[config.mk]
export PLATFORM = sky130hd
export DESIGN_NAME = rvCore
export DESIGN_NICKNAME = d
export VERILOG_FILES = /design/src/verilog/rvIsaPkg.sv /design/src/verilog/rvCtrlPkg.sv /design/src/verilog/controller.sv /design/src/verilog/immGen.sv /design/src/verilog/alu.sv /design/src/verilog/regFile.sv /design/src/verilog/loadStoreUnit.sv /design/src/verilog/rvCore.sv
export VERILOG_INCLUDE_DIRS = /design/src /design/src/verilog
export SDC_FILE = /design/constraint.sdc
export NUM_CORES = 2
export LEC_CHECK = 0
export BUFFER_PORTS_ARGS = -buffer_cell sky130_fd_sc_hd__buf_2
export CORE_MARGIN = 2
export CORE_UTILIZATION = 49
export CTS_BUF_LIST = sky130_fd_sc_hd__clkbuf_4 sky130_fd_sc_hd__clkbuf_8 sky130_fd_sc_hd__clkbuf_16
export DETAILED_ROUTE_END_ITERATION = 7
export PLACE_DENSITY = 0.65
export REMOVE_ABC_BUFFERS = 1
export SLEW_MARGIN = 20
export SYNTH_ARGS = -nofsm -noshare
export SYNTH_HDL_FRONTEND = slang
export SYNTH_SLANG_ARGS = --single-unit
[constraint.sdc]
create_clock -name clk -period 23.5 [get_ports clk]
set_input_delay 4.7 -clock clk [delete_from_list [all_inputs] [get_ports clk]]
set_output_delay 4.7 -clock clk [all_outputs]
set_load 0.005 [all_outputs]
[src/verilog/rv_cfg.svh]
// Core configuration macros for data width, reset PC, register count and address width
`ifndef RV_CFG_SVH
`define RV_CFG_SVH

// Data path and address width
`define XLEN 32

// First fetch address after reset
`define RESET_PC 32'h0000_0000

// Integer register file geometry
`define REG_COUNT 32
`define REG_ADDR_W 5

`endif

[src/verilog/rvIsaPkg.sv]
// RV32I opcode and funct3 constants plus the instruction word union
package rvIsaPkg;

    // Major opcodes handled by the core
    localparam logic [6:0] OP_LUI    = 7'b0110111;
    localparam logic [6:0] OP_AUIPC  = 7'b0010111;
    localparam logic [6:0] OP_JAL    = 7'b1101111;
    localparam logic [6:0] OP_JALR   = 7'b1100111;
    localparam logic [6:0] OP_BRANCH = 7'b1100011;
    localparam logic [6:0] OP_LOAD   = 7'b0000011;
    localparam logic [6:0] OP_STORE  = 7'b0100011;
    localparam logic [6:0] OP_IMM    = 7'b0010011;
    localparam logic [6:0] OP_REG    = 7'b0110011;

    // ALU funct3 field shared by OP and OP-IMM
    localparam logic [2:0] F3_ADD  = 3'b000;
    localparam logic [2:0] F3_SLL  = 3'b001;
    localparam logic [2:0] F3_SLT  = 3'b010;
    localparam logic [2:0] F3_SLTU = 3'b011;
    localparam logic [2:0] F3_XOR  = 3'b100;
    localparam logic [2:0] F3_SR   = 3'b101;  // SRL or SRA by funct7
    localparam logic [2:0] F3_OR   = 3'b110;
    localparam logic [2:0] F3_AND  = 3'b111;

    typedef struct packed {
        logic [6:0] funct7;
        logic [4:0] rs2;
        logic [4:0] rs1;
        logic [2:0] funct3;
        logic [4:0] rd;
        logic [6:0] opcode;
    } rTypeT;

    typedef struct packed {
        logic [11:0] imm12;
        logic [4:0]  rs1;
        logic [2:0]  funct3;
        logic [4:0]  rd;
        logic [6:0]  opcode;
    } iTypeT;

    typedef struct packed {
        logic [6:0] immHi;  // Also B-type offset high bits
        logic [4:0] rs2;
        logic [4:0] rs1;
        logic [2:0] funct3;
        logic [4:0] immLo;
        logic [6:0] opcode;
    } sTypeT;

    // One fetched word seen through each encoding
    typedef union packed {
        logic [31:0] raw;
        rTypeT       rType;
        iTypeT       iType;
        sTypeT       sType;
    } instrU;

endpackage

[src/verilog/rvCtrlPkg.sv]
// Datapath control types for ALU operation, write-back source and access size
package rvCtrlPkg;

    // ALU operation select
    typedef enum logic [3:0] {
        ALU_ADD   = 4'd0,
        ALU_SUB   = 4'd1,
        ALU_SLL   = 4'd2,
        ALU_SLT   = 4'd3,
        ALU_SLTU  = 4'd4,
        ALU_XOR   = 4'd5,
        ALU_SRL   = 4'd6,
        ALU_SRA   = 4'd7,
        ALU_OR    = 4'd8,
        ALU_AND   = 4'd9,
        ALU_PASSB = 4'd10   // LUI forwards the immediate
    } aluOpT;

    // Source of the register write-back value
    typedef enum logic [1:0] {
        WB_ALU   = 2'b00,   // ALU result
        WB_MEM   = 2'b01,   // Load data
        WB_PC4   = 2'b10,   // Link address for JAL and JALR
        WB_PCIMM = 2'b11    // AUIPC
    } wbSelT;

    // Memory access width matching funct3[1:0] of loads and stores
    typedef enum logic [1:0] {
        SZ_BYTE = 2'b00,
        SZ_HALF = 2'b01,
        SZ_WORD = 2'b10
    } memSizeT;

endpackage

[src/verilog/controller.sv]
// Main decoder from instruction fields to datapath control signals
`timescale 1ns/10ps

module controller
    import rvIsaPkg::*, rvCtrlPkg::*;
(
    input  instrU   instr,
    output logic    regWrite,
    output logic    memWrite,
    output logic    isBranch,
    output logic    isJal,
    output logic    isJalr,
    output logic    aluSrcImm,     // Second ALU operand is the immediate
    output logic    loadUnsigned,
    output wbSelT   wbSel,
    output aluOpT   aluOp,
    output memSizeT memSize
);

    logic [6:0] opcode;
    logic [2:0] funct3;
    logic [6:0] funct7;

    assign opcode = instr.rType.opcode;
    assign funct3 = instr.iType.funct3;
    assign funct7 = instr.rType.funct7;

    // Unit enables straight from the opcode
    assign memWrite  = (opcode == OP_STORE);
    assign isBranch  = (opcode == OP_BRANCH);
    assign isJal     = (opcode == OP_JAL);
    assign isJalr    = (opcode == OP_JALR);

    assign regWrite  = (opcode == OP_REG)  || (opcode == OP_IMM)   ||
                       (opcode == OP_LOAD) || (opcode == OP_JALR)  ||
                       (opcode == OP_JAL)  || (opcode == OP_LUI)   ||
                       (opcode == OP_AUIPC);

    assign aluSrcImm = (opcode == OP_IMM)   || (opcode == OP_LOAD) ||
                       (opcode == OP_STORE) || (opcode == OP_LUI)  ||
                       (opcode == OP_JALR);

    // Size and sign come from funct3 for both loads and stores
    assign memSize = (funct3[1:0] == 2'b00) ? SZ_BYTE :
                     (funct3[1:0] == 2'b01) ? SZ_HALF : SZ_WORD;
    assign loadUnsigned = (opcode == OP_LOAD) && funct3[2];

    always_comb begin
        case (opcode)
            OP_LOAD:         wbSel = WB_MEM;
            OP_JAL, OP_JALR: wbSel = WB_PC4;
            OP_AUIPC:        wbSel = WB_PCIMM;
            default:         wbSel = WB_ALU;
        endcase
    end

    // Loads, stores and JALR fall through to the address add
    always_comb begin
        aluOp = ALU_ADD;
        if (opcode == OP_LUI) begin
            aluOp = ALU_PASSB;
        end else if (opcode == OP_REG || opcode == OP_IMM) begin
            case (funct3)
                F3_ADD:  aluOp = (opcode == OP_REG && funct7[5]) ? ALU_SUB : ALU_ADD;
                F3_SLL:  aluOp = ALU_SLL;
                F3_SLT:  aluOp = ALU_SLT;
                F3_SLTU: aluOp = ALU_SLTU;
                F3_XOR:  aluOp = ALU_XOR;
                F3_SR:   aluOp = funct7[5] ? ALU_SRA : ALU_SRL;  // SRAI keeps imm[10] set
                F3_OR:   aluOp = ALU_OR;
                F3_AND:  aluOp = ALU_AND;
                default: aluOp = ALU_ADD;
            endcase
        end
    end

endmodule

[src/verilog/immGen.sv]
// Sign-extended immediate builder for the I, S, B, U and J formats
`timescale 1ns/10ps
`include "rv_cfg.svh"

module immGen
    import rvIsaPkg::*;
(
    input  instrU             instr,
    output logic [`XLEN-1:0]  imm
);

    always_comb begin
        case (instr.rType.opcode)
            OP_LOAD, OP_IMM, OP_JALR: begin
                imm = {{(`XLEN-12){instr.iType.imm12[11]}}, instr.iType.imm12};
            end
            OP_STORE: begin
                imm = {{(`XLEN-12){instr.sType.immHi[6]}}, instr.sType.immHi,
                       instr.sType.immLo};
            end
            OP_BRANCH: begin
                // imm[12|10:5] in immHi, imm[4:1|11] in immLo
                imm = {{(`XLEN-12){instr.sType.immHi[6]}}, instr.sType.immLo[0],
                       instr.sType.immHi[5:0], instr.sType.immLo[4:1], 1'b0};
            end
            OP_LUI, OP_AUIPC: begin
                imm = {instr.raw[31:12], 12'b0};
            end
            OP_JAL: begin
                imm = {{(`XLEN-20){instr.raw[31]}}, instr.raw[19:12], instr.raw[20],
                       instr.raw[30:21], 1'b0};
            end
            default: imm = '0;
        endcase
    end

endmodule

[src/verilog/alu.sv]
// Integer ALU with shifter and branch comparator
`timescale 1ns/10ps
`include "rv_cfg.svh"

module alu
    import rvCtrlPkg::*;
(
    input  logic [`XLEN-1:0] opA,
    input  logic [`XLEN-1:0] opB,
    input  aluOpT            aluOp,
    input  logic [2:0]       funct3,
    output logic [`XLEN-1:0] aluResult,
    output logic             brTaken
);

    logic [4:0] shamt;

    assign shamt = opB[4:0];

    always_comb begin
        case (aluOp)
            ALU_ADD:   aluResult = opA + opB;
            ALU_SUB:   aluResult = opA - opB;
            ALU_SLL:   aluResult = opA << shamt;
            ALU_SLT:   aluResult = {{(`XLEN-1){1'b0}}, $signed(opA) < $signed(opB)};
            ALU_SLTU:  aluResult = {{(`XLEN-1){1'b0}}, opA < opB};
            ALU_XOR:   aluResult = opA ^ opB;
            ALU_SRL:   aluResult = opA >> shamt;
            ALU_SRA:   aluResult = $unsigned($signed(opA) >>> shamt);
            ALU_OR:    aluResult = opA | opB;
            ALU_AND:   aluResult = opA & opB;
            ALU_PASSB: aluResult = opB;
            default:   aluResult = '0;
        endcase
    end

    // Branch condition from the B-type funct3
    always_comb begin
        case (funct3)
            3'b000:  brTaken = (opA == opB);                   // BEQ
            3'b001:  brTaken = (opA != opB);                   // BNE
            3'b100:  brTaken = $signed(opA) < $signed(opB);    // BLT
            3'b101:  brTaken = $signed(opA) >= $signed(opB);   // BGE
            3'b110:  brTaken = opA < opB;                      // BLTU
            3'b111:  brTaken = opA >= opB;                     // BGEU
            default: brTaken = 1'b0;
        endcase
    end

endmodule

[src/verilog/regFile.sv]
// Integer register file with two read ports, one write port and zero register
`timescale 1ns/10ps
`include "rv_cfg.svh"

module regFile (
    input  logic                   clk,
    input  logic                   rst,
    input  logic                   we,
    input  logic [`REG_ADDR_W-1:0] waddr,
    input  logic [`REG_ADDR_W-1:0] raddr1,
    input  logic [`REG_ADDR_W-1:0] raddr2,
    input  logic [`XLEN-1:0]       wdata,
    output logic [`XLEN-1:0]       rdata1,
    output logic [`XLEN-1:0]       rdata2
);

    // Architectural state feeding the ALU operands
    logic [`XLEN-1:0] regs [`REG_COUNT];

    always_ff @(posedge clk) begin
        if (rst) begin
            for (int i = 0; i < `REG_COUNT; i++) begin
                regs[i] <= '0;
            end
        end else if (we && waddr != '0) begin
            regs[waddr] <= wdata;  // x0 writes dropped
        end
    end

    // Combinational reads with x0 tied to zero
    assign rdata1 = (raddr1 == '0) ? '0 : regs[raddr1];
    assign rdata2 = (raddr2 == '0) ? '0 : regs[raddr2];

endmodule

[src/verilog/loadStoreUnit.sv]
// Load and store lane handling with byte write mask and load extension
`timescale 1ns/10ps
`include "rv_cfg.svh"

module loadStoreUnit
    import rvCtrlPkg::*;
(
    input  logic [`XLEN-1:0] addr,
    input  logic [`XLEN-1:0] storeData,
    input  logic [`XLEN-1:0] memRData,
    input  memSizeT          memSize,
    input  logic             loadUnsigned,
    input  logic             memWriteReq,
    output logic [`XLEN-1:0] memAddr,
    output logic [`XLEN-1:0] memWData,
    output logic [`XLEN-1:0] loadData,
    output logic [3:0]       memWMask,
    output logic             memWrite
);

    logic [3:0]       laneMask;
    logic [`XLEN-1:0] laneWord;  // Addressed lane moved down to bit 0

    assign memAddr  = {addr[`XLEN-1:2], 2'b00};
    assign memWrite = memWriteReq;
    assign memWMask = memWriteReq ? laneMask : 4'b0000;

    // Store data copied into every lane and masked down to the live ones
    always_comb begin
        case (memSize)
            SZ_BYTE: begin
                memWData = {(`XLEN/8){storeData[7:0]}};
                laneMask = 4'b0001 << addr[1:0];
            end
            SZ_HALF: begin
                memWData = {(`XLEN/16){storeData[15:0]}};
                laneMask = addr[1] ? 4'b1100 : 4'b0011;
            end
            default: begin
                memWData = storeData;
                laneMask = 4'b1111;
            end
        endcase
    end

    assign laneWord = memRData >> {addr[1:0], 3'b000};

    always_comb begin
        case (memSize)
            SZ_BYTE: loadData = {{(`XLEN-8){~loadUnsigned & laneWord[7]}}, laneWord[7:0]};
            SZ_HALF: loadData = {{(`XLEN-16){~loadUnsigned & laneWord[15]}}, laneWord[15:0]};
            default: loadData = memRData;
        endcase
    end

endmodule

[src/verilog/rvCore.sv]
// Single-cycle RV32I core top with PC register, next-PC and write-back selection
`timescale 1ns/10ps
`include "rv_cfg.svh"

module rvCore
    import rvIsaPkg::*, rvCtrlPkg::*;
(
    input  logic                   clk,
    input  logic                   rst,
    input  logic [`XLEN-1:0]       instr,
    input  logic [`XLEN-1:0]       memRData,
    output logic [`XLEN-1:0]       pc,
    output logic [`XLEN-1:0]       memAddr,
    output logic [`XLEN-1:0]       memWData,
    output logic [3:0]             memWMask,
    output logic                   memWrite,
    output logic                   wbEn,
    output logic [`REG_ADDR_W-1:0] wbAddr,
    output logic [`XLEN-1:0]       wbData
);

    instrU            instrW;
    logic             regWrite, ctrlMemWrite, isBranch, isJal, isJalr;
    logic             aluSrcImm, loadUnsigned, brTaken;
    wbSelT            wbSel;
    aluOpT            aluOp;
    memSizeT          memSize;
    logic [`XLEN-1:0] imm, rs1Data, rs2Data, aluResult, loadData;
    logic [`XLEN-1:0] pcPlus4, pcPlusImm, nextPc;

    assign instrW = instr;

    controller u_controller (.instr(instrW), .regWrite, .memWrite(ctrlMemWrite), .isBranch,
        .isJal, .isJalr, .aluSrcImm, .loadUnsigned, .wbSel, .aluOp, .memSize);

    immGen u_immGen (.instr(instrW), .imm);

    regFile u_regFile (.clk, .rst, .we(wbEn), .waddr(wbAddr), .raddr1(instrW.rType.rs1),
        .raddr2(instrW.rType.rs2), .wdata(wbData), .rdata1(rs1Data), .rdata2(rs2Data));

    alu u_alu (.opA(rs1Data), .opB(aluSrcImm ? imm : rs2Data), .aluOp,
        .funct3(instrW.rType.funct3), .aluResult, .brTaken);

    // No store may reach memory while in reset
    loadStoreUnit u_loadStoreUnit (.addr(aluResult), .storeData(rs2Data), .memRData,
        .memSize, .loadUnsigned, .memWriteReq(ctrlMemWrite & ~rst), .memAddr, .memWData,
        .loadData, .memWMask, .memWrite);

    assign pcPlus4   = pc + `XLEN'd4;
    assign pcPlusImm = pc + imm;

    // JALR target first, then taken branch or JAL
    assign nextPc = isJalr ? {aluResult[`XLEN-1:1], 1'b0} :
                    (isJal || (isBranch && brTaken)) ? pcPlusImm : pcPlus4;

    always_ff @(posedge clk) begin
        if (rst) pc <= `RESET_PC;
        else     pc <= nextPc;
    end

    assign wbEn   = regWrite & ~rst;
    assign wbAddr = instrW.rType.rd;

    always_comb begin
        case (wbSel)
            WB_MEM:   wbData = loadData;
            WB_PC4:   wbData = pcPlus4;    // Link address
            WB_PCIMM: wbData = pcPlusImm;
            default:  wbData = aluResult;
        endcase
    end

endmodule

==> flow_metrics.py <==
metrics = {
    "status": {
        "run_status": "finished, violations left",
        "violations": "design-rule violations",
    },
    "min_path": {
        "hold_depth": 2,
        "hp-class": "flip-flop to flip-flop",
    },
    "cts": {
        "cts-htree-levels": 3,
        "clock_path_buffers": 3,
        "cts_buffers": 113,
        "cts_tree": "built",
        "clock_latency_ns": 0.77,
        "holdBufCountCts": 0,
        "root_buffer": "clkbuf_16",
        "cts_setup_buffers": 0,
        "cts.repair.resized": 0,
        "clkTransAtPathRegs_ns": 0.07,
        "cts_sinks": 1056,
    },
    "yosys": {
        "synth_ff_type": "edfxtp_1",
        "synth_seq_area_share_pct": 46.5,
        "synth_top_area_share_pct": 45.6,
        "ys_ff_latch": 1056,
        "synthArstFlopShare_pct": 0,
        "syn_area_um2": 67500,
        "synth-edff-count": 1024,
        "synthCells": 5990,
        "syn_area_per_cell_um2": 11.3,
        "ys_top_cells_by_area": "edfxtp_1, mux4_2, nor2_1",
        "synth_cell_types": 97,
        "yosys.area.top_type": "edfxtp_1",
        "ys.warnings.count": 0,
    },
    "flow_run": {
        "maxCapViolCount": 0,
    },
    "grt": {
        "grt_remaining_overflow": 0,
        "grt_usage_pct": 42.3,
        "grt_pass1_wl_um": 417000,
        "antenna_found_initial": 13,
        "grt_max_degree": 120,
        "grt_pass1_vias": 54100,
    },
    "routing": {
        "wl_um": 303000,
        "drtIter0Drc": 10800,
        "routed_via_density": 7.25,
        "wl_per_cell_um": 38.5,
        "ant_nets": 0,
        "drc": 5,
        "firstDrtPassIters": 8,
        "num_vias": 57100,
    },
    "die": {
        "die_w_um": 375,
        "core_area_um2": 137000,
        "io_pins": 205,
        "start_util_pct": 49.2,
        "die_area_um2": 141000,
        "num_rows": 136,
        "die_h_um": 375,
    },
    "placed_design": {
        "dpl.cell_count": 7666,
        "dp_hpwl_um": 196000,
        "gp_congestion": 1.10,
        "portBuffers": 202,
        "dp_slack_ns": 4.51,
    },
    "critical_path": {
        "end_kind": "primary output",
        "crit_arrival_ns": 14.62,
        "worstSetupPathType": "input port to primary output",
        "slowest_delay_ns": 0.87,
        "critPathMostFrequentCell": "buf_4",
        "cp.required_ns": 18.80,
        "path_cells": "buf_4, buf_4, and2_2, buf_4, buf_4, a22oi_1, a31oi_1, nand3_1, ha_1, nor4_1, nand2_1, a211o_1, a21oi_1, nor4_1, a41oi_1, and2_1, mux2i_4, mux2i_4, a221o_4, a31oi_4, inv_2, buf_2",
        "rr_worst_depth": 20,
        "r2r-start": "u_regFile.regs[14][6]",
        "crit_slowest_cell": "a31oi_4",
        "crit_path_max_fanout": 37,
        "crit_start": "instr[18]",
        "start_kind": "input port",
    },
    "layout": {
        "final_net_count": 6186,
        "final_common_cell": "nor2_1",
        "final_cells": 7883,
        "drive_gt1_share_pct": 20.6,
        "syn_to_final_growth_pct": 9.75,
        "layout_common_cells": "nor2_1, edfxtp_1, mux4_2, mux2i_1, nand2_1",
    },
    "sta": {
        "period_share_pct": 82.2,
        "slew_headroom_pct": 14.5,
        "hold_violations": 0,
        "min_period_ns": 19.32,
        "tns_ns": 0,
        "fin_skew_ns": 0.112,
        "rsz0062_at_grt": "no",
        "tightest_slew_ns": 1.28,
        "slew_violations": 0,
        "fmax_mhz": 51.8,
        "setup_viol": 0,
        "fin_ws_ns": 4.18,
    },
    "power_and_ir_drop": {
        "cellPowerDensity_nw_per_um2": 78.4,
        "leakage_nw": 28.5,
        "power_mw": 5.81,
        "vdd_ir_drop_max_v": 0.0000687,
    },
}
[worst max-delay path, delay by kind of cell]
family / cells / cell delay, ns
multiplexers: 2 / 0.54
AND/OR/NAND/NOR: 6 / 2.88
buffers and inverters: 6 / 2.36
AO/OA/AOI/OAI: 7 / 3.36
adder cells (fa/ha/maj): 1 / 0.66
[cell usage after synthesis, drive strengths merged, types with 60 or more instances]
library cell	number
edfxtp	1024
inv	181
mux4	465
nor2	1255
mux2i	365
a21oi	249
clkbuf	307
ha	130
a211oi	77
buf	253
a21o	60
nand3	112
nand2	416
o21ai	182
a22oi	133
[cell families (layout without fill, tap and decap cells)]
| family | Yosys count | count (layout) | synth area share [%] |
|---|---|---|---|
| adder cells (fa/ha/maj) | 133 | 133 | 2.50 |
| buffers and inverters | 744 | 805 | 4.94 |
| multiplexers | 869 | 869 | 21.6 |
| XOR/XNOR | 75 | 75 | 0.973 |
| flip-flops | 1056 | 1056 | 46.5 |
| AND/OR/NAND/NOR | 2037 | 2037 | 12.5 |
| AO/OA/AOI/OAI | 1075 | 1075 | 11.0 |
| other | 1 | 39 | 0.00556 |
[worst paths after layout]
path	endpoint	slack (ns)
worst min register to register	flip-flop	0.70
worst max-delay path	wbData[19]	4.18
worst min-delay path	flip-flop	0.70
worst max register to register	u_regFile.regs[10][18]	14.85
[sequential cells by signal, indices dropped and copies added (netlist names), named ones only]
signal,cells
pc,31
u_regFile.regs,1024
[power by group]
group	internal, mW	switching [mW]
Sequential	2.13	0.0379
Combinational	0.495	1.31
Clock	1.02	0.813
Total	3.64	2.16
[layer usage]
| layer | part of all wire [%] | global-route usage [%] | vias up |
|---|---|---|---|
| met4 | 9.5 | 31.5 | 12 |
| met5 | 0.027 | 0 | - |
| met1 | 33 | 53.5 | 28000 |
| li1 | - | - | 22500 |
| met2 | 41 | 60.3 | 5515 |
| met3 | 16 | 14.5 | 1161 |
[stage by stage]
step / cell area, um2 / hold slack, ns / util, %
global route: 74100 / 0.693 / 54.0
CTS: 74100 / 0.686 / 54.0
global placement: 70300 / 0.675 / 51.3
detailed placement: 70300 / 0.673 / 51.3
finish: 74100 / 0.697 / 54.0
floorplan: 65000 / 0.535 / -
[cell type report]
class                   count  area, um2
clock inverters            87        845
multi-input cells        4223      33300
clock buffers             125       2920
flip-flops and latches   1056      31400
diodes                      5       12.5
well taps                1794       2240
repair buffers            409       2690
fillers                 11700      63100
inverters                 184        696
(Power assumes the default switching activity.)
